$ cat config.mk
export PLATFORM = sky130hd
export DESIGN_NAME = musicBoxTop
export DESIGN_NICKNAME = d
export VERILOG_FILES = /design/src/source/musicBoxPkg.sv /design/src/source/dacSerializer.sv /design/src/source/inputSmoother.sv /design/src/source/musicBoxTop.sv /design/src/source/sampleFifo.sv /design/src/source/toneSynth.sv
export VERILOG_INCLUDE_DIRS = /design/src /design/src/source
export SDC_FILE = /design/constraint.sdc
export NUM_CORES = 1
export LEC_CHECK = 0
export BUFFER_PORTS_ARGS = -buffer_cell sky130_fd_sc_hd__buf_2
export CAP_MARGIN = 20
export CORE_UTILIZATION = 55
export CTS_BUF_LIST = sky130_fd_sc_hd__clkbuf_4 sky130_fd_sc_hd__clkbuf_8 sky130_fd_sc_hd__clkbuf_16
export DETAILED_ROUTE_END_ITERATION = 8
export PLACE_DENSITY_LB_ADDON = 0.25
export SETUP_SLACK_MARGIN = 0.05
export SLEW_MARGIN = 30
export SYNTH_ARGS = -nofsm -noshare
export SYNTH_HDL_FRONTEND = slang
export SYNTH_HIERARCHICAL = 1
export SYNTH_SLANG_ARGS = --single-unit
export TNS_END_PERCENT = 20
$ cat constraint.sdc
create_clock -name clock50Mhz -period 37.6 [get_ports clock50Mhz]
set_input_delay 5.64 -clock clock50Mhz [delete_from_list [all_inputs] [get_ports clock50Mhz]]
set_output_delay 5.64 -clock clock50Mhz [all_outputs]
set_load 0.05 [all_outputs]
$ cat src/source/musicBox_cfg.svh
/*
 * Music box configuration
 * Divider counts, debounce length, FIFO depth and key tone periods
 */

`ifndef MUSICBOX_CFG_SVH
`define MUSICBOX_CFG_SVH

// ----------------------------------------
// Timing
// ----------------------------------------
// Clocks per audio sample, 2267 gives 22.05 kHz on the 50 MHz board
`define MB_SAMPLE_DIV 200
`define MB_SCLK_HALF 2 // Clocks per SCLK level

// Stable cycles before a button output follows
`define MB_DEBOUNCE_CYCLES 16

// Sample FIFO entries, power of two
`define MB_FIFO_DEPTH 8

// ----------------------------------------
// Key tone periods
// ----------------------------------------
// Counted in samples, even, 4 to 32
`define MB_KEY_PERIOD0 32
`define MB_KEY_PERIOD1 28
`define MB_KEY_PERIOD2 24
`define MB_KEY_PERIOD3 20
`define MB_KEY_PERIOD4 16
`define MB_KEY_PERIOD5 12 // Highest note

`endif

$ cat src/source/musicBoxPkg.sv
/*
 * Music box shared types
 * Audio, DAC and SPI word types, serializer states, volume scaling
 */

`default_nettype none

package musicBoxPkg;

	typedef logic [7:0]  levelT;    // Audio level, 0 is rest
	typedef logic [11:0] dacCodeT;  // Level times 16
	typedef logic [15:0] spiWordT;  // 4 control bits then DAC code
	typedef logic [5:0]  keyMaskT;  // One bit per music key
	typedef logic [2:0]  keyIndexT;
	typedef logic [5:0]  phaseT;    // Sample count within tone period

	// DAC serializer FSM
	typedef enum logic [1:0] {
		idle,
		load,
		shift,
		gap
	} serStateT;

	// Level times gain over 255, rounded
	function automatic levelT scaleLevel(input levelT level, input levelT gain);
		logic [15:0] prod; // 255*255+127 still fits
		prod = 16'(level) * 16'(gain) + 16'd127;
		return levelT'(prod / 16'd255);
	endfunction

endpackage

`default_nettype wire

$ cat src/source/dacSerializer.sv
/*
 * DAC serializer, the sample consumer
 * Pops levels, scales them to 12-bit DAC codes, shifts out 16-bit SPI frames
 */

`timescale 1ns/1ns
`default_nettype none

`include "musicBox_cfg.svh"

module dacSerializer (
	input  logic               clock50Mhz,
	input  logic               arstN,
	input  logic               empty,
	input  musicBoxPkg::levelT headLevel,
	output logic               pop,
	output logic               spiSclk,
	output logic               spiSyncN, // Low for the whole frame
	output logic               spiDin
);

	localparam int HalfW = $clog2(`MB_SCLK_HALF + 1);

	musicBoxPkg::serStateT state;
	musicBoxPkg::dacCodeT  dacCode;
	musicBoxPkg::spiWordT  shiftWord;
	logic [HalfW-1:0]      halfCnt;
	logic [3:0]            bitCnt;
	logic                  halfDone;

	assign pop      = (state == musicBoxPkg::idle) && !empty;
	assign dacCode  = {headLevel, 4'h0}; // 256 * 16 fills 12 bits
	assign halfDone = (halfCnt == HalfW'(`MB_SCLK_HALF - 1));

	// Word captured with the pop, shifted on each SCLK rise
	always_ff @(posedge clock50Mhz) begin
		if (pop)
			shiftWord <= {4'b0000, dacCode};
		else if (state == musicBoxPkg::shift && halfDone && !spiSclk)
			shiftWord <= {shiftWord[14:0], 1'b0};
	end

	// ----------------------------------------
	// Frame FSM
	// ----------------------------------------
	always_ff @(posedge clock50Mhz or negedge arstN) begin
		if (!arstN) begin
			state    <= musicBoxPkg::idle;
			halfCnt  <= '0;
			bitCnt   <= '0;
			spiSclk  <= 1'b0;
			spiSyncN <= 1'b1;
			spiDin   <= 1'b0;
		end else begin
			case (state)
				musicBoxPkg::idle: begin
					if (pop)
						state <= musicBoxPkg::load;
				end
				musicBoxPkg::load: begin
					spiSyncN <= 1'b0; // Frame start
					halfCnt  <= '0;
					bitCnt   <= '0;
					state    <= musicBoxPkg::shift;
				end
				musicBoxPkg::shift: begin
					if (!halfDone) begin
						halfCnt <= halfCnt + 1'b1;
					end else begin
						halfCnt <= '0;
						spiSclk <= !spiSclk;
						if (!spiSclk) begin
							spiDin <= shiftWord[15]; // MSB first, DAC samples on fall
						end else begin
							bitCnt <= bitCnt + 1'b1;
							if (bitCnt == 4'd15)
								state <= musicBoxPkg::gap; // 16th fall
						end
					end
				end
				default: begin // gap
					spiSyncN <= 1'b1;
					spiDin   <= 1'b0;
					state    <= musicBoxPkg::idle;
				end
			endcase
		end
	end

endmodule

`default_nettype wire

$ cat src/source/inputSmoother.sv
/*
 * Button input smoother
 * Synchronizes one active-low button and filters switch bounce
 */

`timescale 1ns/1ns
`default_nettype none

`include "musicBox_cfg.svh"

module inputSmoother (
	input  logic clock50Mhz,
	input  logic arstN,
	input  logic rawN,    // Asynchronous button, low when pressed
	output logic smoothN  // Debounced, high when released
);

	localparam int CntW = $clog2(`MB_DEBOUNCE_CYCLES + 1);

	logic            syncMeta;
	logic            syncQ;
	logic [CntW-1:0] stableCnt; // Cycles the new value has held

	// Two-flop synchronizer
	always_ff @(posedge clock50Mhz or negedge arstN) begin
		if (!arstN) begin
			syncMeta <= 1'b1;
			syncQ    <= 1'b1;
		end else begin
			syncMeta <= rawN;
			syncQ    <= syncMeta;
		end
	end

	// Output moves only after a full stable run
	always_ff @(posedge clock50Mhz or negedge arstN) begin
		if (!arstN) begin
			stableCnt <= '0;
			smoothN   <= 1'b1; // Released
		end else if (syncQ == smoothN) begin
			stableCnt <= '0; // Bounce back, start over
		end else if (stableCnt == CntW'(`MB_DEBOUNCE_CYCLES - 1)) begin
			stableCnt <= '0;
			smoothN   <= syncQ;
		end else begin
			stableCnt <= stableCnt + 1'b1;
		end
	end

endmodule

`default_nettype wire

$ cat src/source/musicBoxTop.sv
/*
 * Music box top level
 * Tone producer, sample FIFO and SPI DAC serializer
 */

`timescale 1ns/1ns
`default_nettype none

module musicBoxTop (
	input  logic                 clock50Mhz,
	input  logic                 arstN,
	input  musicBoxPkg::keyMaskT musicKeysN,
	input  logic                 beeModeN,
	input  musicBoxPkg::levelT   volume,
	output logic                 spiSclk,
	output logic                 spiSyncN,
	output logic                 spiDin,
	output logic                 beeModeLed
);

	logic               sampleValid;
	musicBoxPkg::levelT sample;
	musicBoxPkg::levelT headLevel;
	logic               fifoEmpty;
	logic               fifoPop;

	// ----------------------------------------
	// Producer
	// ----------------------------------------
	toneSynth toneSynth_i (
		.clock50Mhz  (clock50Mhz),
		.arstN       (arstN),
		.musicKeysN  (musicKeysN),
		.beeModeN    (beeModeN),
		.volume      (volume),
		.sampleValid (sampleValid),
		.sample      (sample),
		.beeMode     (beeModeLed) // LED shows bee mode
	);

	sampleFifo sampleFifo_i (
		.clock50Mhz (clock50Mhz),
		.arstN      (arstN),
		.push       (sampleValid),
		.pushLevel  (sample),
		.pop        (fifoPop),
		.headLevel  (headLevel),
		.empty      (fifoEmpty),
		.full       () // Never reached at this sample rate
	);

	// ----------------------------------------
	// Consumer
	// ----------------------------------------
	dacSerializer dacSerializer_i (
		.clock50Mhz (clock50Mhz),
		.arstN      (arstN),
		.empty      (fifoEmpty),
		.headLevel  (headLevel),
		.pop        (fifoPop),
		.spiSclk    (spiSclk),
		.spiSyncN   (spiSyncN),
		.spiDin     (spiDin)
	);

endmodule

`default_nettype wire

$ cat src/source/sampleFifo.sv
/*
 * Sample FIFO
 * Circular buffer of audio levels between tone producer and DAC consumer
 */

`timescale 1ns/1ns
`default_nettype none

`include "musicBox_cfg.svh"

module sampleFifo (
	input  logic               clock50Mhz,
	input  logic               arstN,
	input  logic               push,      // Strobe, dropped when full
	input  musicBoxPkg::levelT pushLevel,
	input  logic               pop,       // Strobe, ignored when empty
	output musicBoxPkg::levelT headLevel,
	output logic               empty,
	output logic               full
);

	localparam int PtrW = $clog2(`MB_FIFO_DEPTH);
	localparam int CntW = $clog2(`MB_FIFO_DEPTH + 1);

	musicBoxPkg::levelT mem [`MB_FIFO_DEPTH];
	logic [PtrW-1:0]    wrPtr;
	logic [PtrW-1:0]    rdPtr;
	logic [CntW-1:0]    count;
	logic               doPush;
	logic               doPop;

	assign doPush    = push && !full;
	assign doPop     = pop && !empty;
	assign empty     = (count == '0);
	assign full      = (count == CntW'(`MB_FIFO_DEPTH));
	assign headLevel = mem[rdPtr]; // Oldest entry

	always_ff @(posedge clock50Mhz) begin
		if (doPush)
			mem[wrPtr] <= pushLevel;
	end

	// Pointers wrap on their own, depth is a power of two
	always_ff @(posedge clock50Mhz or negedge arstN) begin
		if (!arstN) begin
			wrPtr <= '0;
			rdPtr <= '0;
			count <= '0;
		end else begin
			if (doPush)
				wrPtr <= wrPtr + 1'b1;
			if (doPop)
				rdPtr <= rdPtr + 1'b1;
			case ({doPush, doPop})
				2'b10:   count <= count + 1'b1;
				2'b01:   count <= count - 1'b1;
				default: count <= count; // None or both
			endcase
		end
	end

endmodule

`default_nettype wire

$ cat src/source/toneSynth.sv
/*
 * Tone synthesizer, the sample producer
 * Smooths keys and bee button, picks the lowest pressed key and emits
 * one volume-scaled square or sawtooth level per sample strobe
 */

`timescale 1ns/1ns
`default_nettype none

`include "musicBox_cfg.svh"

module toneSynth (
	input  logic                  clock50Mhz,
	input  logic                  arstN,
	input  musicBoxPkg::keyMaskT  musicKeysN, // Active low keys
	input  logic                  beeModeN,   // Active low bee button
	input  musicBoxPkg::levelT    volume,
	output logic                  sampleValid, // One cycle per sample
	output musicBoxPkg::levelT    sample,
	output logic                  beeMode
);

	localparam int DivW = $clog2(`MB_SAMPLE_DIV);

	musicBoxPkg::keyMaskT  keysSmoothN;
	musicBoxPkg::keyIndexT keyIdx;
	musicBoxPkg::keyIndexT lastKey;
	musicBoxPkg::phaseT    phase;
	musicBoxPkg::phaseT    effPhase;
	musicBoxPkg::phaseT    period;
	musicBoxPkg::levelT    sawStep;
	musicBoxPkg::levelT    rawLevel;
	logic [13:0]           sawProd;
	logic [DivW-1:0]       divCnt;
	logic                  sampleTick;
	logic                  anyKey;
	logic                  lastAny;
	logic                  lastBee;
	logic                  restart;
	logic                  beeSmoothN;
	logic                  beePrevN;

	// ----------------------------------------
	// Input smoothing
	// ----------------------------------------
	for (genvar k = 0; k < 6; k++) begin : genKeySmooth
		inputSmoother keySmooth_i (
			.clock50Mhz (clock50Mhz),
			.arstN      (arstN),
			.rawN       (musicKeysN[k]),
			.smoothN    (keysSmoothN[k])
		);
	end

	inputSmoother beeSmooth_i (
		.clock50Mhz (clock50Mhz),
		.arstN      (arstN),
		.rawN       (beeModeN),
		.smoothN    (beeSmoothN)
	);

	// Lowest-numbered pressed key wins
	always_comb begin
		keyIdx = '0;
		anyKey = 1'b0;
		for (int i = 5; i >= 0; i--) begin
			if (!keysSmoothN[i]) begin
				keyIdx = musicBoxPkg::keyIndexT'(i);
				anyKey = 1'b1;
			end
		end
	end

	// Period and sawtooth step per key
	always_comb begin
		case (keyIdx)
			3'd0:    period = `MB_KEY_PERIOD0;
			3'd1:    period = `MB_KEY_PERIOD1;
			3'd2:    period = `MB_KEY_PERIOD2;
			3'd3:    period = `MB_KEY_PERIOD3;
			3'd4:    period = `MB_KEY_PERIOD4;
			default: period = `MB_KEY_PERIOD5;
		endcase
		case (keyIdx)
			3'd0:    sawStep = 255 / (`MB_KEY_PERIOD0 - 1);
			3'd1:    sawStep = 255 / (`MB_KEY_PERIOD1 - 1);
			3'd2:    sawStep = 255 / (`MB_KEY_PERIOD2 - 1);
			3'd3:    sawStep = 255 / (`MB_KEY_PERIOD3 - 1);
			3'd4:    sawStep = 255 / (`MB_KEY_PERIOD4 - 1);
			default: sawStep = 255 / (`MB_KEY_PERIOD5 - 1);
		endcase
	end

	// ----------------------------------------
	// Waveform
	// ----------------------------------------
	assign sampleTick = (divCnt == DivW'(`MB_SAMPLE_DIV - 1));
	assign restart    = (keyIdx != lastKey) || (anyKey != lastAny) || (beeMode != lastBee);
	assign effPhase   = restart ? '0 : phase; // New key or mode starts at 0
	assign sawProd    = 14'(effPhase) * 14'(sawStep);

	always_comb begin
		if (!anyKey)
			rawLevel = '0; // Rest
		else if (beeMode)
			rawLevel = musicBoxPkg::levelT'(sawProd);
		else
			rawLevel = (effPhase < (period >> 1)) ? 8'd255 : 8'd0;
	end

	always_ff @(posedge clock50Mhz or negedge arstN) begin
		if (!arstN) begin
			divCnt      <= '0;
			sampleValid <= 1'b0;
			phase       <= '0;
			lastKey     <= '0;
			lastAny     <= 1'b0;
			lastBee     <= 1'b0;
			beeMode     <= 1'b0;
			beePrevN    <= 1'b1;
		end else begin
			divCnt      <= sampleTick ? '0 : divCnt + 1'b1;
			sampleValid <= sampleTick;
			beePrevN    <= beeSmoothN;
			if (beePrevN && !beeSmoothN)
				beeMode <= !beeMode; // Toggle on press
			if (sampleTick) begin
				phase   <= (effPhase == period - 1'b1) ? '0 : effPhase + 1'b1;
				lastKey <= keyIdx;
				lastAny <= anyKey;
				lastBee <= beeMode;
			end
		end
	end

	// Scaled level, valid with the strobe
	always_ff @(posedge clock50Mhz) begin
		if (sampleTick)
			sample <= musicBoxPkg::scaleLevel(rawLevel, volume);
	end

endmodule

`default_nettype wire

==> Yosys cells after proc, flatten, opt, wreduce, memory -nomap -nowiden <==
Memories as Yosys holds them, arrays and structs flattened.
Index checks and enable logic that the tools add are counted.
{ "totals": {"register_bits": 119, "latch_bits": 0, "mem_bits_rw": 64, "mem_bits_ro": 0, "input_bits": 17, "output_inout_bits": 4, "elab_cells": 198, "memories": 1} }
{ "memory_table": {"columns": ["name", "words", "word_bits", "rd", "rd_ports_with_merged_regs", "wr", "line", "source"], "rows": [
  ["sampleFifo_i.mem", 8, 8, 1, 0, 1, "sampleFifo.sv:25", "musicBoxPkg::levelT mem [`MB_FIFO_DEPTH];"]
]} }
{ "classes": {"addsub": 17, "mul": 2, "n_div": 1, "magnitude_cmp": 1, "eq_ne": 35, "shifts": 0, "mux": 53, "bitwise_logic": 8, "reduce_logical": 32} }
{ "ops": {"columns": ["operator", "count"], "rows": [
  ["$mux 5", 14],
  ["$add 5x1->5 const B", 7],
  ["$eq 5x4->1 const B", 7],
  ["$mux 8", 4],
  ["$pmux 6 s5", 1],
  ["$pmux 5 s5", 1],
  ["$mux 12", 2],
  ["$mux 3", 6],
  ["$add 16x7->16 const B", 1],
  ["$div 16x8->16 const B", 1],
  ["$mul 8x8->16", 1],
  ["$pmux 4 s2", 2],
  ["$reduce_and 2->1", 8],
  ["$mux 6", 2],
  ["$mux 1", 10],
  ["$mux 2", 5],
  ["$add 4x1->4 const B", 2],
  ["$add 8x1->8 const B", 1],
  ["$eq 4x4->1 const B", 2],
  ["$eq 8x8->1 const B", 1],
  ["$mul 6x5->8", 1],
  ["$mux 4", 2],
  ["$not 1->1", 8],
  ["$eq 1x1->1", 7],
  ["other kinds (29)", 53]
]} }

==> Logic depth before layout (Yosys ltp) <==
Gate-level depths: netlist of the first run.
{ "logic_depth": {"ltp_word": 17, "depth_mapped": 63, "ltp_nobuf": 59} }

==> Modules after synthesis <==
The synthesis of the first run kept the hierarchy.
{ "modules_own_cells": {"columns": ["module", "n_inst", "cells_per_inst", "area_each_um2", "seq_area_each_um2"], "rows": [
  ["toneSynth", 1, 838, 6879.1, 792.0],
  ["sampleFifo", 1, 160, 3124.2, 2172.1],
  ["inputSmoother", 7, 23, 315.3, 203.9],
  ["dacSerializer", 1, 95, 1129.8, 596.8]
]} }

==> Least setup slack after synthesis of the first run <==
No wires, ideal clock.
{ "synth_path": {"kind": "input to register", "start": "input volume[4]", "end": "register toneSynth_i.sample[0] (data pin)", "setup_ps": 259, "arrival_ps": 13992, "required_time_ps": 37341, "setup_slack_ps": 23349, "path_stages": 38, "path_buffers": 3, "path_cell_list": "and2_1 -> fa_1 -> inv_1 -> fa_1 -> inv_1 -> fa_1 -> inv_1 -> fa_1 -> inv_1 -> ha_1 -> buf_4 -> o21a_1 -> o211a_4 -> and3_1 -> or3_4 -> nor3_4 -> a21o_1 -> a32oi_2 -> [2 not listed] -> buf_6 -> nor2_1 -> o21a_1 -> buf_2 -> nand3_1 -> a2111o_1 -> a41oi_4 -> mux2i_1 -> a21oi_4 -> a31oi_4 -> o21a_1 -> ha_1 -> nand4_1 -> a21boi_1 -> o211ai_1 -> a211oi_1 -> nor2b_1 -> a211o_1"} }
{ "synth_via": {"elab_chain_len": 3} }
{ "synth_rtl": {"columns": ["item", "line", "source"], "rows": [
  ["from (decl)", "musicBoxTop.sv:14", "input musicBoxPkg::levelT volume,"],
  ["$mul 8x8->16", "musicBoxPkg.sv:28", "prod = 16'(level) * 16'(gain) + 16'd127;"],
  ["$add 16x7->16", "musicBoxPkg.sv:28", null],
  ["$div 16x8->16", "musicBoxPkg.sv:29", "return levelT'(prod / 16'd255);"],
  ["to (signal assigned)", "toneSynth.sv:139", "sample <= musicBoxPkg::scaleLevel(rawLevel, volume);"],
  ["to (decl)", "toneSynth.sv:19", "output musicBoxPkg::levelT sample,"]
]} }
Every way passes these cells.
A chain may end at the register's enable or synchronous reset.

==> Final worst setup path of the first run <==
{ "layout_path": {"start": "register toneSynth_i.genKeySmooth[0].keySmooth_i.smoothN", "end": "register toneSynth_i.sample[0] (data pin)"} }
{ "layout_via": {"elab_chain_len": 12, "word_cells_on_any_way": 22, "classes_between": "add/sub (1); mul (2); div (1); order compare (1); eq/ne (6); mux (8); reduce/logical (3)"} }
{ "layout_rtl": {"columns": ["item", "line", "source"], "rows": [
  ["from (decl)", "inputSmoother.sv:15", "output logic smoothN"],
  ["from (signal assigned)", "inputSmoother.sv:44", "smoothN <= syncQ;"],
  ["parallel branches: the longest is 8 deep, another holds $mul 6x5->8", null, null],
  ["$mux 8 *", "toneSynth.sv:103", "if (!anyKey)"],
  ["$mul 8x8->16 *", "musicBoxPkg.sv:28", null],
  ["$add 16x7->16 *", "musicBoxPkg.sv:28", null],
  ["$div 16x8->16 *", "musicBoxPkg.sv:29", null]
]} }
Mark *: on every way between the ends.

==> results of run 1 <==
layer usage:
| metal | vias up | routed length [µm] | share of wire, % |
|---|---|---|---|
| li1 | 4492 | - | - |
| met3 | 29 | 735 | 2.9 |
| met5 | - | 0 | 0 |
| met4 | 0 | 291 | 1.1 |
| met2 | 184 | 12600 | 49 |
| met1 | 4553 | 11900 | 47 |
worst reg2reg max path: cells and delay by family, from the launching register on:
kind	cells	cell delay [ns]
AOI/OAI and AO/OA	21	5.53
adders and majority gates	10	4.29
and+or+nand+nor	11	2.73
xor gates and xnor gates	6	1.50
DFF	1	0.64
buffers and inverters	6	0.47
muxes	1	0.40
final timing paths:
check,to,cells after the start,from,slack (ns)
worst max-delay path,toneSynth_i/sample[0],55,toneSynth_i/genKeySmooth[0].keySmooth_i/smoothN,21.81
worst min-delay path,toneSynth_i/genKeySmooth[3].keySmooth_i/syncQ,0,toneSynth_i/genKeySmooth[3].keySmooth_i/syncMeta,0.35
worst max register to register,toneSynth_i/sample[0],55,toneSynth_i/genKeySmooth[0].keySmooth_i/smoothN,21.81
worst min register to register,toneSynth_i/genKeySmooth[3].keySmooth_i/syncQ,0,toneSynth_i/genKeySmooth[3].keySmooth_i/syncMeta,0.35
max in group asynchronous,toneSynth_i/divCnt[0],2,arstN,31.32
min in group asynchronous,asynchronous set/reset pin,1,arstN,5.19
stage by stage:
stage	cell area [µm²]	hold slack, ns	instances	setup slack (ns)	util (%)
6_report	14300	0.350	1592	21.81	60.4
5_1_grt	14300	0.351	1592	20.76	60.4
4_1_cts	14300	0.355	1592	22.02	60.4
3_5_place_dp	13700	0.347	1560	21.88	57.9
3_3_place_gp	13700	0.347	1560	22.16	57.8
2_1_floorplan	13300	0.345	1253	23.35	-
layout make-up:
type                    instances  area (µm²)  area share (%)
multi-input cells             928        7750            54.3
flip-flops and latches        183        4990            35.0
clock buffers                  17         425            2.98
inverters                     108         405            2.84
well taps                     319         399            2.80
clock inverters                15         179            1.25
repair buffers                 22         118           0.824
state kept, by name, summed over array words and instances, names as in the netlist, 5 cells and up:
name,count
dacSerializer_i/shiftWord,12
sampleFifo_i/mem,64
toneSynth_i/beeSmooth_i/stableCnt,5
toneSynth_i/divCnt,8
toneSynth_i/genKeySmooth.keySmooth_i/smoothN,6
toneSynth_i/genKeySmooth.keySmooth_i/stableCnt,30
toneSynth_i/genKeySmooth.keySmooth_i/syncMeta,6
toneSynth_i/genKeySmooth.keySmooth_i/syncQ,6
toneSynth_i/phase,6
toneSynth_i/sample,8
==> flow_metrics.py, run 1 <==
metrics = {
    "critical_path": {
        "cp-start-kind": "register",
        "cp-end-kind": "register",
        "path_class": "register to register",
        "slowest_stage": "a2111oi_1",
        "cp_max_fo": 15,
        "crit_buf_inv": 6,
        "cp.arrival_ns": 15.96,
        "worstPathRequired_ns": 37.77,
        "cpPeakStageDelay_ns": 0.70,
        "cp_top_family": "compound AO/OA/AOI/OAI gates",
    },
    "cts": {
        "clkSlewWorstSetupHoldPaths_ns": 0.08,
        "cts_resized": 0,
        "post_cts_buffers": 0,
        "h-tree-depth": 4,
        "hold_buffers": 0,
        "cts_buffer_depth": 2,
        "root_buffer": "clkbuf_16",
        "cts_tree": "built",
        "cts_sinks": 183,
        "worst_skew_pair.late_latency_ns": 0.43,
        "numCtsBuffers": 17,
    },
    "drt": {
        "vias_per_cell": 5.82,
        "wl_per_cell_um": 16.1,
        "routed_wl_um": 25600,
        "first_pass_iters": 5,
        "ant_nets": 0,
        "vias": 9258,
        "drt_iter0_drc": 532,
        "post-route-drc-count": 0,
    },
    "global_routing": {
        "grt_pass1_wl_um": 43900,
        "grt_max_degree": 54,
        "grt_pass1_vias": 9127,
        "track_usage_pct": 22.2,
        "use_met1_pct": 29.6,
        "grt.busiest_layer": "met2",
        "use_met3_pct": 2.90,
        "grt-ovfl-total": 0,
        "grt_util_met2_pct": 37.7,
        "antenna_found_initial": 0,
    },
    "hold_path": {
        "hp-class": "register to register",
    },
    "timing": {
        "fmax_mhz": 63.3,
        "tightest_slew_ns": 0.994,
        "rsz0062_at_grt": "no",
        "slew_violations": 0,
        "min_period_over_period_pct": 42.0,
        "hold_viol": 0,
        "tns_ns": 0,
        "slew_headroom_pct": 33.5,
        "min_period_ns": 15.79,
        "skew_ns": 0.0153,
        "setup_violations": 0,
    },
    "logic_synthesis": {
        "syn_nets": 1393,
        "syn_inst": 1253,
        "syn_area_um2": 13300,
        "synth.avg_cell_area_um2": 10.6,
        "yosysWarnings": 6,
    },
    "final_layout": {
        "final_common_cell": "nand2_1",
        "layout_common_cells": "115 x nand2_1, 108 x inv_1, 80 x edfxtp_1",
        "antenna_cells": 0,
        "finalNetCount": 1400,
        "fill_cells": 1920,
        "final_layout_size_suffix_gt1_share_pct": 15.8,
        "area_growth_pct": 6.96,
    },
    "floorplan": {
        "initial_core_util_pct": 56.5,
        "die_w_um": 158,
        "num_rows": 56,
        "dieHeight_um": 158,
        "core_um2": 23600,
        "io_pins": 21,
        "die-area_um2": 24900,
    },
    "flow_run": {
        "drv_cap": 0,
    },
    "outcome": {
        "status": "complete, no violations",
    },
    "placed_design": {
        "dp_hpwl_um": 19200,
        "port-buffer-count": 20,
        "place.gp.congestion": 0.885,
    },
}
Power of run 1 is left out: the tool's default activity adds up to more than one toggle a clock period on the data nets, which glitch-free logic cannot reach.
==> run 2: changes to the inputs <==
==> constraint.sdc (replaced) <==
create_clock -name clock50Mhz -period 14.4 [get_ports clock50Mhz]
set_input_delay 2.16 -clock clock50Mhz [delete_from_list [all_inputs] [get_ports clock50Mhz]]
set_output_delay 2.16 -clock clock50Mhz [all_outputs]
set_load 0.05 [all_outputs]
==> run 2 against run 1 <==
  * Via count grew 4.1%
  * Worst hold slack improved by 0.0037 ns
  * Global-route usage is 0.68 points higher
  * Sequential share of layout area is 1.8 points lower
  * Critical endpoint unchanged
  * Core utilization is 3.3 points higher
  * Critical path depth up 3
  * Routed wire length grew 6.8%
  * Clock skew down 0.0038 ns
  * Count of clock-buffer cells in the layout stayed put
  * Die area stayed put
  * Non-clock buffer count grew 57
  * Sequential cell count is the same
==> flow_metrics.py, run 2 (synthesis gave the netlist of run 1 again) <==
metrics = {
    "cts": {
        "cts_sinks": 183,
        "hold_buffers": 0,
        "worst_skew_pair.late_latency_ns": 0.43,
        "numCtsBuffers": 17,
        "cts_tree": "built",
        "h-tree-depth": 4,
        "cts_buffer_depth": 2,
        "clkSlewWorstSetupHoldPaths_ns": 0.08,
        "root_buffer": "clkbuf_16",
    },
    "final_layout": {
        "final_common_cell": "nand2_1",
        "top_register": "sampleFifo_i/mem",
        "antenna_cells": 0,
        "finalNonFillerCells": 1650,
        "top_regs": "sampleFifo_i/mem x64, toneSynth_i/genKeySmooth.keySmooth_i/stableCnt x30, dacSerializer_i/shiftWord x12",
        "finalNetCount": 1458,
        "area_growth_pct": 12.8,
        "final_layout_size_suffix_gt1_share_pct": 22.8,
        "layout_common_cells": "109 x nand2_1, 107 x inv_1, 80 x edfxtp_1",
        "largest_reg_flops": 64,
    },
    "drt": {
        "vias_per_cell": 5.84,
        "first_pass_iters": 4,
        "vias": 9633,
        "drt_iter0_drc": 524,
        "ant_nets": 0,
        "wl_per_cell_um": 16.6,
        "post-route-drc-count": 0,
        "routed_wl_um": 27300,
    },
    "critical_path": {
        "slowest_stage": "dfstp_2",
        "cpPeakStageDelay_ns": 0.60,
        "cp_max_fo": 8,
        "worstPathRequired_ns": 14.57,
        "path_class": "register to register",
        "cp.arrival_ns": 13.95,
        "cp-end-kind": "register",
        "cp-start-kind": "register",
        "rrSetupSlack_ns": 0.62,
    },
    "floorplan": {
        "die_w_um": 158,
        "io_pins": 21,
        "die-area_um2": 24900,
        "num_rows": 56,
        "initial_core_util_pct": 56.5,
        "dieHeight_um": 158,
        "core_um2": 23600,
    },
    "global_routing": {
        "grt_max_degree": 68,
        "grt_pass1_wl_um": 45400,
        "track_usage_pct": 22.8,
        "grt-ovfl-total": 0,
        "grt_pass1_vias": 9353,
        "antenna_found_initial": 0,
    },
    "timing": {
        "setup_violations": 0,
        "tightest_slew_ns": 0.946,
        "skew_ns": 0.0115,
        "slew_headroom_pct": 36.7,
        "hold_viol": 0,
        "min_period_over_period_pct": 95.7,
        "min_period_ns": 13.78,
        "fmax_mhz": 72.6,
        "slew_violations": 0,
    },
    "placed_design": {
        "port-buffer-count": 20,
        "dpl.cell_count": 1570,
        "place.gp.congestion": 0.918,
        "dp_hpwl_um": 19200,
    },
    "flow_run": {
        "drv_cap": 0,
    },
    "outcome": {
        "status": "complete, no violations",
    },
    "hold_path": {
        "hp-class": "register to register",
    },
}
[run 2: layer usage]
metal / up-vias / share of wire (%) / GRT usage (%)
met5: - / 0 / 0
met4: 0 / 1.3 / 5.27
met3: 34 / 3.3 / 2.38
met2: 208 / 50 / 39.3
met1: 4773 / 45 / 31.0
li1: 4618 / - / -
[run 2: worst paths after layout]
path | startpoint | to | cells past startpoint
setup / recovery | toneSynth_i/genKeySmooth[2].keySmooth_i/smoothN | toneSynth_i/sample[0] | 58
hold / removal | toneSynth_i/genKeySmooth[5].keySmooth_i/syncMeta | toneSynth_i/genKeySmooth[5].keySmooth_i/syncQ | 0
setup reg to reg | toneSynth_i/genKeySmooth[2].keySmooth_i/smoothN | toneSynth_i/sample[0] | 58
hold reg to reg | toneSynth_i/genKeySmooth[5].keySmooth_i/syncMeta | toneSynth_i/genKeySmooth[5].keySmooth_i/syncQ | 0
max in group asynchronous | arstN | toneSynth_i/divCnt[6] | 2
min in group asynchronous | arstN | asynchronous set/reset pin | 1
[run 2: critical path: cells and delay by family, from the launching register on]
family	cells	cell delay, ns
multiplexers	1	0.32
AO/OA/AOI/OAI	19	3.91
adder cells (fa/ha/maj)	10	4.31
buffers and inverters	10	0.97
AND/OR/NAND/NOR	14	2.79
XOR/XNOR	4	0.60
flip-flops	1	0.60
[run 2: cell type report]
class	count	area, µm²
inverters	108	405
clock inverters	15	174
repair buffers	79	568
multi-input cells	929	8090
flip-flops and latches	183	4990
well taps	319	399
fillers	1836	8560
clock buffers	17	425
[run 2: timing repair]
action                     CTS  global route
gates cloned                 0             1
setup buffers                4            43
gates resized for setup      6            64
pin swaps                    4            21
setup endpoints to repair    1             2
[run 2: through the flow]
stage | cell area, µm² | TNS [ns] | hold slack, ns | setup slack (ns) | util, %
after floorplan | 13300 | 0 | 0.345 | 0.602 | -
final | 15000 | 0 | 0.354 | 0.622 | 63.7
after CTS | 14400 | 0 | 0.353 | 0.0553 | 60.9
after detailed placement | 13700 | -0.200 | 0.347 | -0.200 | 58.1
after global placement | 13700 | 0 | 0.347 | 0.0664 | 58.1
after global routing | 15000 | -0.0944 | 0.351 | -0.0944 | 63.7
Power of run 2 is left out for the same reason.
==> run 3: changes to the inputs <==
--- a/config.mk
+++ b/config.mk
@@ -11,9 +11,9 @@
 export CORE_UTILIZATION = 55
 export CTS_BUF_LIST = sky130_fd_sc_hd__clkbuf_4 sky130_fd_sc_hd__clkbuf_8 sky130_fd_sc_hd__clkbuf_16
 export DETAILED_ROUTE_END_ITERATION = 8
-export PLACE_DENSITY_LB_ADDON = 0.25
+export PLACE_DENSITY = 0.77
 export SETUP_SLACK_MARGIN = 0.05
-export SLEW_MARGIN = 30
+export SLEW_MARGIN = 20
 export SYNTH_ARGS = -nofsm -noshare
 export SYNTH_HDL_FRONTEND = slang
 export SYNTH_HIERARCHICAL = 1
==> run 3 against run 2 <==
  * Core utilization is 1.2 points lower
  * Count of clock-buffer cells in the layout stayed put
  * Register-to-register slack worse by 0.06 ns
  * Setup slack worse by 0.062 ns
  * Via count fell by 0.53%
  * Sequential cell count unchanged
  * Routed wire length down 0.77%
  * Maximum frequency decreased by 0.45%
  * Final area is 1.9% lower
==> flow_metrics.py, run 3 (synthesis gave the netlist of run 1 again) <==
metrics = {
    "drt": {
        "wl_met2_um": 13700,
        "routed_wl_um": 27100,
        "post-route-drc-count": 0,
        "m1WireLength_um": 12000,
        "ant_nets": 0,
        "vias_per_cell": 5.90,
        "top_layer_used": "met4",
        "wl_per_cell_um": 16.7,
        "first_pass_iters": 5,
        "vias": 9582,
        "wl_met3_um": 906,
        "drt_iter0_drc": 628,
    },
    "hold_path": {
        "hp-class": "register to register",
        "hp-start": "toneSynth_i/genKeySmooth[0].keySmooth_i/syncMeta",
    },
    "timing": {
        "skew_ns": 0.0138,
        "setup_violations": 0,
        "slew_headroom_pct": 35.1,
        "hold_viol": 0,
        "fmax_mhz": 72.3,
        "min_period_over_period_pct": 96.1,
        "setup_ws_ns": 0.560,
        "tightest_slew_ns": 0.966,
        "min_period_ns": 13.84,
        "slew_violations": 0,
    },
    "floorplan": {
        "initial_core_util_pct": 56.5,
        "die-area_um2": 24900,
        "die_w_um": 158,
        "io_pins": 21,
        "dieHeight_um": 158,
        "num_rows": 56,
        "core_um2": 23600,
    },
    "critical_path": {
        "cp.arrival_ns": 14.01,
        "path_common_cell": "fa_1",
        "cp-start-kind": "register",
        "slowest_stage": "dfstp_2",
        "crit_path_start": "toneSynth_i/genKeySmooth[0].keySmooth_i/smoothN",
        "timing.rr.start": "toneSynth_i/genKeySmooth[0].keySmooth_i/smoothN",
        "cp_max_fo": 11,
        "path_class": "register to register",
        "worstPathRequired_ns": 14.57,
        "cp-end-kind": "register",
        "cpPeakStageDelay_ns": 0.65,
    },
    "global_routing": {
        "grt_max_degree": 68,
        "track_usage_pct": 22.3,
        "grt_pass1_vias": 9347,
        "antenna_found_initial": 0,
        "grt-ovfl-total": 0,
        "grt_pass1_wl_um": 44300,
    },
    "cts": {
        "cts_sinks": 183,
        "clkSlewWorstSetupHoldPaths_ns": 0.08,
        "numCtsBuffers": 17,
        "cts_buffer_depth": 2,
        "h-tree-depth": 4,
        "worst_skew_pair.late_latency_ns": 0.43,
        "cts_tree": "built",
        "hold_buffers": 0,
        "root_buffer": "clkbuf_16",
    },
    "placed_design": {
        "dp_hpwl_um": 19500,
        "place.gp.congestion": 0.947,
        "port-buffer-count": 20,
        "dp_slack_ns": -0.0680,
        "dpl.cell_count": 1573,
        "post_dp_cell_area_um2": 13700,
    },
    "final_layout": {
        "top_regs": "sampleFifo_i/mem x64, toneSynth_i/genKeySmooth.keySmooth_i/stableCnt x30, dacSerializer_i/shiftWord x12",
        "fin_area_um2": 14800,
        "post-route-util_pct": 62.5,
        "final_layout_size_suffix_gt1_share_pct": 20.6,
        "layout_common_cells": "114 x nand2_1, 108 x inv_1, 80 x edfxtp_1",
        "finalNonFillerCells": 1624,
        "finalNetCount": 1432,
        "area_growth_pct": 10.7,
        "top_register": "sampleFifo_i/mem",
        "final_common_cell": "nand2_1",
        "antenna_cells": 0,
        "largest_reg_flops": 64,
    },
    "outcome": {
        "status": "complete, no violations",
    },
    "flow_run": {
        "drv_cap": 0,
    },
}
==> run 3: worst paths after layout <==
path                                                                  to  slack [ns]  depth (start not counted)
setup / recovery                                   toneSynth_i/sample[0]        0.56                         58
hold / removal             toneSynth_i/genKeySmooth[0].keySmooth_i/syncQ        0.36                          0
setup reg to reg                                   toneSynth_i/sample[0]        0.56                         58
hold reg to reg            toneSynth_i/genKeySmooth[0].keySmooth_i/syncQ        0.36                          0
max in group asynchronous                           toneSynth_i/phase[3]       11.59                          2
min in group asynchronous                     asynchronous set/reset pin        1.65                          1
==> run 3: cell type report <==
type / instances / area, µm²
Clock inverter: 15 / 156
Multi-Input combinational cell: 928 / 8000
Inverter: 108 / 405
Sequential cell: 183 / 4990
Timing Repair Buffer: 54 / 383
Fill cell: 1886 / 8850
Tap cell: 319 / 399
Clock buffer: 17 / 425
==> run 3: per-stage QoR <==
step	hold WS, ns	TNS, ns
floorplan	0.345	0
global placement	0.346	0
detailed placement	0.347	-0.0680
CTS	0.358	0
global route	0.359	-0.117
finish	0.357	0
==> run 3: layer usage <==
metal	track usage [%]	vias to the layer above
met4	6.33	0
met5	0	-
met2	39.3	226
met1	28.9	4752
met3	2.60	42
li1	-	4562
==> run 3: repair_timing <==
item	4_1_cts	5_1_grt
resized for setup	9	44
endpoints found under the hold margin	0	0
pin swaps	1	18
setup buffers	1	18
setup endpoints to repair	1	2
==> run 3: worst max-delay path: cells and delay by family (launching register included) <==
kind	cells	cell delay (ns)
XOR/XNOR	5	0.80
flip-flops	1	0.65
adder cells (fa/ha/maj)	10	4.47
AO/OA/AOI/OAI	18	3.88
AND/OR/NAND/NOR	16	2.87
buffers and inverters	9	0.88
Power of run 3 is left out for the same reason.
